`config.mk`:
```
export PLATFORM = sky130hd
export DESIGN_NAME = fabric_control
export DESIGN_NICKNAME = d
export VERILOG_FILES = /design/src/fabric_pkg.sv /design/src/key_debounce.sv /design/src/reset_pulse_gen.sv /design/src/heartbeat_blinker.sv /design/src/fabric_control.sv
export SDC_FILE = /design/constraint.sdc
export NUM_CORES = 1
export LEC_CHECK = 0
export BUFFER_PORTS_ARGS = -buffer_cell sky130_fd_sc_hd__buf_2
export CAP_MARGIN = 20
export CORE_MARGIN = 4
export CORE_UTILIZATION = 42
export CTS_BUF_LIST = sky130_fd_sc_hd__clkbuf_16
export CTS_CLUSTER_DIAMETER = 60
export DETAILED_ROUTE_END_ITERATION = 10
export PLACE_DENSITY_LB_ADDON = 0.2
export SLEW_MARGIN = 15
export SYNTH_ARGS = -nofsm -noshare
export SYNTH_HDL_FRONTEND = slang
export SYNTH_SLANG_ARGS = --single-unit
export TNS_END_PERCENT = 50
```
`constraint.sdc`:
```
create_clock -name fpga_clk_50 -period 1.9 [get_ports fpga_clk_50]
set_input_delay 0.475 -clock fpga_clk_50 [delete_from_list [all_inputs] [get_ports fpga_clk_50]]
set_output_delay 0.475 -clock fpga_clk_50 [all_outputs]
set_load 0.03 [all_outputs]
```
`src/fabric_pkg.sv`:
```
/* fabric control shared constants */

package fabric_pkg;

    // =========================================================================
    // board widths
    // =========================================================================
    localparam int key_width       = 4;    // push keys KEY[3:0]
    localparam int sw_width        = 10;   // slide switches
    localparam int led_width       = 10;   // red leds LEDR[9:0]
    localparam int reset_req_width = 3;    // cold warm debug request levels
    localparam int hw_event_width  = 28;   // trace hw event word into the hps

    // led control bits that land in the event word
    localparam int led_event_width = led_width - 1;   // bits 8..0 only

    // zero fill on top of the event word
    // sw + led[8:0] + keys is 23 bits so the fill is 5 wide
    // and bits 27..24 are always zero
    localparam int event_pad_width = hw_event_width - sw_width
                                     - led_event_width - key_width;

    // =========================================================================
    // timing at 50 MHz
    // =========================================================================
    localparam int debounce_cycles   = 50000;      // 1 ms of stable key
    localparam int blink_half_period = 25000000;   // 0.5 s per led level

    // reset request pulse lengths in fpga_clk_50 cycles
    localparam int cold_pulse_len  = 6;
    localparam int warm_pulse_len  = 2;
    localparam int debug_pulse_len = 32;

    // bit positions of the request levels
    localparam int req_cold_bit  = 0;
    localparam int req_warm_bit  = 1;
    localparam int req_debug_bit = 2;

endpackage

```
`src/key_debounce.sv`:
```
/* push key synchronizer and debouncer */

`timescale 1ns/1ns

module key_debounce #(
    parameter int STABLE_CYCLES = fabric_pkg::debounce_cycles   // cycles of stable input
) (
    input  logic                            fpga_clk_50,
    input  logic                            hps_fpga_reset_n,
    input  logic [fabric_pkg::key_width-1:0] key,              // raw pins, active low
    output logic [fabric_pkg::key_width-1:0] keys_debounced    // same polarity as pins
);

    import fabric_pkg::*;

    // counter only has to reach STABLE_CYCLES-1
    localparam int cnt_w = $clog2(STABLE_CYCLES + 1);
    localparam logic [cnt_w-1:0] cnt_last = cnt_w'(STABLE_CYCLES - 1);

    logic [key_width-1:0] key_meta;                 // first sync stage
    logic [key_width-1:0] key_sync;                 // second sync stage
    logic [cnt_w-1:0]     stable_cnt [key_width];   // per key run length

    // =========================================================================
    // two flop synchronizer
    // =========================================================================
    always_ff @(posedge fpga_clk_50 or negedge hps_fpga_reset_n)
    begin
        if (!hps_fpga_reset_n)
        begin
            key_meta <= '1;          // released
            key_sync <= '1;
        end
        else
        begin
            key_meta <= key;         // async pins in
            key_sync <= key_meta;
        end
    end

    // =========================================================================
    // stability counters
    // =========================================================================
    // each key counts how long the synced level has disagreed with the
    // debounced output and takes the new level once the run is long enough
    generate
        for (genvar k = 0; k < key_width; k++)
        begin : g_key
            always_ff @(posedge fpga_clk_50 or negedge hps_fpga_reset_n)
            begin
                if (!hps_fpga_reset_n)
                begin
                    stable_cnt[k]     <= '0;
                    keys_debounced[k] <= 1'b1;          // all keys released
                end
                else if (key_sync[k] == keys_debounced[k])
                begin
                    stable_cnt[k] <= '0;                // bounce back restarts
                end
                else if (stable_cnt[k] == cnt_last)
                begin
                    stable_cnt[k]     <= '0;
                    keys_debounced[k] <= key_sync[k];   // accept new level
                end
                else
                begin
                    stable_cnt[k] <= stable_cnt[k] + cnt_w'(1);
                end
            end
        end
    endgenerate

    // worst case from pin to output is two sync cycles plus STABLE_CYCLES
    // and the output change itself marks the end of the bounce window

endmodule

```
`src/reset_pulse_gen.sv`:
```
/* reset request edge to pulse */

`timescale 1ns/1ns

module reset_pulse_gen #(
    parameter int PULSE_LEN = fabric_pkg::cold_pulse_len   // pulse width in cycles
) (
    input  logic fpga_clk_50,
    input  logic hps_fpga_reset_n,
    input  logic req,              // request level
    output logic pulse             // active high reset pulse
);

    localparam int cnt_w = $clog2(PULSE_LEN + 1);
    localparam logic [cnt_w-1:0] cnt_load = cnt_w'(PULSE_LEN);

    logic             req_q;       // sampled request
    logic             req_prev;    // previous sample
    logic             rise_q;      // registered rising edge
    logic [cnt_w-1:0] pulse_cnt;   // cycles left in the pulse
    logic             cnt_idle;

    assign cnt_idle = (pulse_cnt == '0);

    // =========================================================================
    // edge detect
    // =========================================================================
    // req sampled high at edge n gives rise_q at n+1
    always_ff @(posedge fpga_clk_50 or negedge hps_fpga_reset_n)
    begin
        if (!hps_fpga_reset_n)
        begin
            req_q    <= 1'b0;
            req_prev <= 1'b0;
            rise_q   <= 1'b0;
        end
        else
        begin
            req_q    <= req;
            req_prev <= req_q;
            rise_q   <= req_q & ~req_prev;   // low to high seen
        end
    end

    // =========================================================================
    // pulse stretcher
    // =========================================================================
    // loads at n+2 so the pulse starts on the second edge after sampling
    always_ff @(posedge fpga_clk_50 or negedge hps_fpga_reset_n)
    begin
        if (!hps_fpga_reset_n)
        begin
            pulse_cnt <= '0;
        end
        else if (rise_q && cnt_idle)
        begin
            pulse_cnt <= cnt_load;                   // start new pulse
        end
        else if (!cnt_idle)
        begin
            pulse_cnt <= pulse_cnt - cnt_w'(1);      // edges here are dropped
        end
    end

    // high for exactly PULSE_LEN cycles
    assign pulse = ~cnt_idle;

endmodule

```
`src/heartbeat_blinker.sv`:
```
/* heartbeat led blinker */

`timescale 1ns/1ns

module heartbeat_blinker #(
    parameter int HALF_PERIOD = fabric_pkg::blink_half_period   // cycles per level
) (
    input  logic fpga_clk_50,
    input  logic hps_fpga_reset_n,
    output logic blink              // heartbeat level
);

    localparam int cnt_w = $clog2(HALF_PERIOD + 1);
    localparam logic [cnt_w-1:0] cnt_wrap = cnt_w'(HALF_PERIOD - 1);

    logic [cnt_w-1:0] blink_cnt;    // free running cycle count

    // =========================================================================
    // half period counter
    // =========================================================================
    always_ff @(posedge fpga_clk_50 or negedge hps_fpga_reset_n)
    begin
        if (!hps_fpga_reset_n)
        begin
            blink_cnt <= '0;
            blink     <= 1'b0;                    // led off out of reset
        end
        else if (blink_cnt == cnt_wrap)
        begin
            blink_cnt <= '0;                      // wrap
            blink     <= ~blink;                  // toggle every half period
        end
        else
        begin
            blink_cnt <= blink_cnt + cnt_w'(1);
        end
    end

    // full blink period is 2 * HALF_PERIOD

endmodule

```
`src/fabric_control.sv`:
```
/* fabric side control top level */

`timescale 1ns/1ns

module fabric_control #(
    parameter int debounce_len = fabric_pkg::debounce_cycles,    // key stable cycles
    parameter int blink_half   = fabric_pkg::blink_half_period   // heartbeat half period
) (
    input  logic                                  fpga_clk_50,
    input  logic                                  hps_fpga_reset_n,
    input  logic [fabric_pkg::key_width-1:0]       key,          // push keys, active low
    input  logic [fabric_pkg::sw_width-1:0]        sw,
    input  logic [fabric_pkg::led_width-1:0]       led_ctrl,     // led bits from the hps
    input  logic [fabric_pkg::reset_req_width-1:0] reset_req,    // cold warm debug levels
    output logic [fabric_pkg::led_width-1:0]       ledr,
    output logic [fabric_pkg::key_width-1:0]       keys_debounced,
    output logic [fabric_pkg::hw_event_width-1:0]  hw_events,    // trace event word
    output logic                                  cold_reset,
    output logic                                  warm_reset,
    output logic                                  debug_reset
);

    import fabric_pkg::*;

    logic heartbeat;    // blinker level

    // =========================================================================
    // key debounce
    // =========================================================================
    key_debounce #(
        .STABLE_CYCLES (debounce_len)
    ) i_key_debounce (
        .fpga_clk_50      (fpga_clk_50),
        .hps_fpga_reset_n (hps_fpga_reset_n),
        .key              (key),
        .keys_debounced   (keys_debounced)
    );

    // =========================================================================
    // hps reset request pulses
    // =========================================================================
    reset_pulse_gen #(
        .PULSE_LEN (cold_pulse_len)
    ) i_cold_pulse (
        .fpga_clk_50      (fpga_clk_50),
        .hps_fpga_reset_n (hps_fpga_reset_n),
        .req              (reset_req[req_cold_bit]),
        .pulse            (cold_reset)
    );

    reset_pulse_gen #(
        .PULSE_LEN (warm_pulse_len)
    ) i_warm_pulse (
        .fpga_clk_50      (fpga_clk_50),
        .hps_fpga_reset_n (hps_fpga_reset_n),
        .req              (reset_req[req_warm_bit]),
        .pulse            (warm_reset)
    );

    reset_pulse_gen #(
        .PULSE_LEN (debug_pulse_len)
    ) i_debug_pulse (
        .fpga_clk_50      (fpga_clk_50),
        .hps_fpga_reset_n (hps_fpga_reset_n),
        .req              (reset_req[req_debug_bit]),
        .pulse            (debug_reset)
    );

    // heartbeat on led 0
    heartbeat_blinker #(
        .HALF_PERIOD (blink_half)
    ) i_heartbeat_blinker (
        .fpga_clk_50      (fpga_clk_50),
        .hps_fpga_reset_n (hps_fpga_reset_n),
        .blink            (heartbeat)
    );

    // =========================================================================
    // led and trace event outputs
    // =========================================================================
    assign ledr = {led_ctrl[led_width-1:1], led_ctrl[0] | heartbeat};   // hps can force led 0

    // zeros, sw, led_ctrl[8:0], keys from msb down
    assign hw_events = {{event_pad_width{1'b0}}, sw,
                        led_ctrl[led_event_width-1:0], keys_debounced};

endmodule

```
# After elaboration in Yosys (flattened, before gate mapping)
# Index checks and enable logic that the tools add are counted.
# word_totals
reg_bits	122
input_bits	29
out_inout_bits	45
wordCells	84
# classes
add_sub_neg	8
n_eq_ne	12
muxes	15
bitwise	15
reduce_logical	10
# ops
op	count
$mux W16	8
$add A16 B1 Y16 const B	4
$eq A16 B16 Y1 const B	4
$add A25 B1 Y25 const B	1
$eq A25 B25 Y1 const B	1
$mux W25	1
$mux W6	2
$not A1 Y1	11
$reduce_and A2 Y1	4
$logic_not A6 Y1	1
$mux W3	2
$ne A2 B2 Y1 const B	3
$sub A6 B1 Y6 const B	1
$eq A1 B1 Y1	4
$mux W2	2
$and A1 B1 Y1	3
$logic_and A1 B1 Y1	3
$logic_not A3 Y1	1
$sub A3 B1 Y3 const B	1
$logic_not A2 Y1	1
$sub A2 B1 Y2 const B	1
$or A1 B1 Y1	1

# Depth between registers and ports, before layout
# depth
depth_word	3
mapped_depth	6
mapped_depth_nobuf	6

# Cells and area by module
# A second synthesis with hierarchy kept.
# unflattened
hier_cells	571
area_unflattened_um2	5955.7
# by_module_without_submodules
mod	n_inst	cells_each	area_per_inst_um2	seq_area_each_um2
key_debounce	1	337	3503.4	1916.8
heartbeat_blinker	1	127	1328.8	650.6
reset_pulse_gen at i_debug_pulse	1	37	406.6	225.2
fabric_control	1	39	287.8	0.0
reset_pulse_gen at i_cold_pulse	1	18	247.7	150.1
reset_pulse_gen at i_warm_pulse	1	13	181.4	125.1

# Worst setup path after synthesis
# Ideal clock, no wire load.
# synth_timing
path_type	reg-to-reg
from	register i_heartbeat_blinker.blink_cnt[0]
to	register i_heartbeat_blinker.blink_cnt[11]
setup_ns	0.121
arrival_ns	1.621
path_slack_ns	0.158
stages_incl_launch_ff	7
path_buffers	1
cell_sequence	dfrtp_1 ha_1 and4_1 nand2_1 nor4_4 buf_2 nor2_1
# synth_between
elab_chain_cells	2
# synth_lines
element	line	source
start: declaration	heartbeat_blinker.sv:16	logic [cnt_w-1:0] blink_cnt;
start signal: assignment	heartbeat_blinker.sv:35	blink_cnt <= blink_cnt + cnt_w'(1);
$add A25 B1 Y25 or $eq A25 B25 Y1 (tied branches)	heartbeat_blinker.sv:35, heartbeat_blinker.sv:28	
$mux W25 *	heartbeat_blinker.sv:28	else if (blink_cnt == cnt_wrap)
# Every way passes the cells marked *; elsewhere a longest branch is shown, timed or not.
# A chain may end at the register's enable or synchronous reset.

# Final worst setup path
# layout_timing
from	register i_debug_pulse.pulse_cnt[0]
to	output port debug_reset
# layout_between
elab_chain_cells	2
# layout_lines
element	line	source
start: declaration	reset_pulse_gen.sv:20	logic [cnt_w-1:0] pulse_cnt;
start signal: assignment	reset_pulse_gen.sv:57	pulse_cnt <= cnt_load;
start signal: assignment	reset_pulse_gen.sv:61	pulse_cnt <= pulse_cnt - cnt_w'(1);
$logic_not A6 Y1	reset_pulse_gen.sv:23	assign cnt_idle = (pulse_cnt == '0);
$not A1 Y1	reset_pulse_gen.sv:66	assign pulse = ~cnt_idle;
end: declaration	fabric_control.sv:20	output logic debug_reset
# Every way passes these cells.

==> impl_metrics.py <==
metrics = {
    "place": {
        "placed_cells": 733,
        "gp_congestion": 0.814,
        "hpwl_mm": 6.92,
        "placement.io_buffers": 22,
        "placed_area_sq_um": 6010,
    },
    "cts": {
        "cts_tree": "done",
        "clock_latency_ps": 410,
        "h-tree-depth": 4,
        "cts_buffers": 17,
        "clk_pin_slew_ps": 50,
        "clockRootBuffer": "clkbuf_16",
        "clock_sinks": 122,
        "max-clock-path-buffers": 2,
    },
    "timing": {
        "min_period_over_period_pct": 98.7,
        "timing.fmax_mhz": 533,
        "fin_crit_ps": 1870,
        "final_max_slew_viol_count": 0,
        "final.setup_skew_ps": 7.74,
        "rsz0062_at_grt": "yes",
        "setup_viol": 0,
        "finalHoldViolCount": 0,
        "holdWs_ps": 164,
    },
    "logic_synthesis": {
        "synth-warning-count": 0,
        "synth_top_area_share_pct": 47.1,
        "synth_commonest_cells": "dfrtp_1 (110), nor2_1 (69), xnor2_1 (46), buf_4 (37), nand2_1 (32)",
        "async_reset_ff_share_pct": 100,
        "synth-seq-cells": 122,
        "synth_flop_cell": "dfrtp_1",
        "synth_largest_area_cell": "dfrtp_1",
        "seq_area_frac_synth_pct": 52.5,
        "syn_area_sq_um": 5850,
        "synth.distinct_cells": 46,
        "yosys-top-cells-area": "dfrtp_1 (47%), xnor2_1 (6.9%), dfstp_2 (5.4%)",
        "synth_cells": 562,
        "synth-edff-count": 0,
        "synth.avg_cell_area_sq_um": 10.4,
        "synth_most_common_cell": "dfrtp_1",
    },
    "global_routing": {
        "grt_max_degree": 45,
        "antenna_found_initial": 0,
        "grt.overflow.total": 0,
        "grt_pass1_wl_mm": 18.3,
        "first_global_vias": 4019,
        "grt_use_total_pct": 13.9,
    },
    "drt": {
        "drt-initial-drc-count": 224,
        "num_vias": 3982,
        "drtAntennaViolNets": 0,
        "drc": 0,
        "firstDrtPassIters": 5,
        "routed_via_density": 5.12,
        "wl_per_cell_microns": 13.0,
        "finalWirelength_mm": 10.1,
    },
    "layout": {
        "final_area_sq_um": 6680,
        "nNetsFinal": 627,
        "fillers": 1221,
        "drive_above_1_share_pct": 18.1,
        "syn_to_final_growth_pct": 14.2,
        "diodes": 0,
        "utilization_pct": 49.6,
        "layout.cells.non_filler": 778,
    },
    "setup_path": {
        "cp.arrival_ps": 1400,
        "crit_fanout": 4,
        "crit_required_ps": 1420,
        "reg2reg_depth": 6,
        "crit_path_end_kind": "primary output",
        "crit_path_start_kind": "flip-flop",
        "crit_type": "reg -> out",
    },
    "pwr": {
        "finalPower_mw": 6.50,
        "p_leak_nw": 2.87,
        "ir_drop_v": 0.000677,
        "p_per_area_nw_per_um2": 974,
    },
    "run": {
        "maxCapViolations": 0,
    },
    "die": {
        "die_w_microns": 126,
        "dieArea_sq_um": 15900,
        "rows": 42,
        "pin_count": 74,
        "initial_core_util_pct": 43.5,
        "fp.dieH_microns": 126,
        "core_area_sq_um": 13500,
    },
    "hold_path": {
        "hp-class": "in -> reg",
        "hold_depth": 1,
    },
    "status": {
        "status": "finished, final reports clean",
    },
}
-- flip-flops by register name (all words and copies together), names as in the netlist --
signal                         count
i_cold_pulse.pulse_cnt             3
i_cold_pulse.req_prev              1
i_debug_pulse.req_q                1
i_warm_pulse.req_prev              1
i_debug_pulse.rise_q               1
i_heartbeat_blinker.blink          1
i_heartbeat_blinker.blink_cnt     25
i_cold_pulse.rise_q                1
i_debug_pulse.pulse_cnt            6
i_key_debounce.keys_debounced      4
i_cold_pulse.req_q                 1
i_debug_pulse.req_prev             1
i_key_debounce.key_sync            4
i_warm_pulse.pulse_cnt             2
i_warm_pulse.req_q                 1
i_key_debounce.stable_cnt         64
i_key_debounce.key_meta            4
i_warm_pulse.rise_q                1
-- path summary, 6_finish.rpt --
check,to,from,slack [ps]
min reg2reg,i_key_debounce.key_sync[1]$_DFF_PN1_,i_key_debounce.key_meta[1]$_DFF_PN1_,350
min,i_key_debounce.key_meta[3]$_DFF_PN1_,key[3],160
max reg2reg,i_heartbeat_blinker.blink_cnt[24]$_DFF_PN0_,i_heartbeat_blinker.blink_cnt[0]$_DFF_PN0_,130
min in group asynchronous,i_key_debounce.stable_cnt[37]$_DFF_PN0_,hps_fpga_reset_n,430
max,debug_reset,i_debug_pulse.pulse_cnt[0]$_DFFE_PN0P_,30
max in group asynchronous,i_key_debounce.key_meta[1]$_DFF_PN1_,hps_fpga_reset_n,850
-- power breakdown --
part           internal (mW)  leakage, nW  switching, mW
clock network           1.74        0.263           1.05
registers               2.78         1.60          0.110
logic                  0.395         1.02          0.434
-- logic make-up after synthesis --
family	count (synthesis)	share of synthesized area [%]
AO/OA/AOI/OAI	49	4.82
XOR/XNOR	67	10.0
adder cells (fa/ha/maj)	9	1.93
buffers and inverters	61	6.31
flip-flops	122	52.5
multiplexers	7	1.28
other	1	0.0641
AND/OR/NAND/NOR	246	23.1
-- repair_timing --
action	in CTS	in global routing
setup buffers	6	6
pin swaps	4	3
hold buffers	1	0
hold endpoints to repair	2	0
gates resized for setup	10	6
endpoints found under the setup margin	4	4
-- placed cells by master (no fill, tap or decap), types with 3 or more instances in the layout --
cell type and n:
a21oi_1 21, nor4b_1 5, conb_1 5, o21ai_0 16, nand3_1 26, nor4bb_1 6, dfstp_2 12, buf_4 24
nor2_1 69, and2_1 3, and3_1 15, nand4_1 21, ha_1 6, nand2b_1 4, or4_1 5, clkinv_1 6
clkbuf_16 17, o31ai_1 5, inv_2 3, xor2_1 21, buf_2 19, and4_1 3, nor4_1 14, mux2_2 4
mux2i_1 3, nand2_1 32, nand3_2 4, xnor2_1 46, or3_1 11, dfrtp_1 110, nor3_1 10, clkinv_2 5
inv_1 16, nor2b_1 5
-- metrics by stage --
stage               setup slack (ps)  setup TNS (ps)
floorplan                        158               0
global placement                58.7               0
detailed placement             -25.0           -47.7
CTS                            -1.66           -1.66
global route                   -50.7           -51.3
finish                          25.6               0
-- layer usage --
| layer | vias to the layer above | wire (microns) | global-route usage (%) | share of wire (%) |
|---|---|---|---|---|
| li1 | 1969 | - | - | - |
| met1 | 1957 | 4880 | 18.6 | 48 |
| met2 | 44 | 4770 | 20.6 | 47 |
| met3 | 12 | 343 | 5.21 | 3.4 |
| met4 | 0 | 94 | 5.49 | 0.93 |
| met5 | - | 0 | 0 | 0 |
-- critical path: stages, from the launching register on --
cell	delay, ps
dfrtp_1	390
inv_2	90
ha_4	150
and3b_2	200
inv_2	50
buf_6	130
-- layout make-up --
type                            instances  area (sq um)  area share (%)
Tap cell                              176           220            3.30
Inverter                               17          63.8           0.955
Sequential cell                       122          3070            45.9
Clock inverter                         15          92.6            1.39
Clock buffer                           17           425            6.37
Timing Repair Buffer                   48           348            5.21
Multi-Input combinational cell        383          2460            36.8
Power figures use the tool's default switching activity.
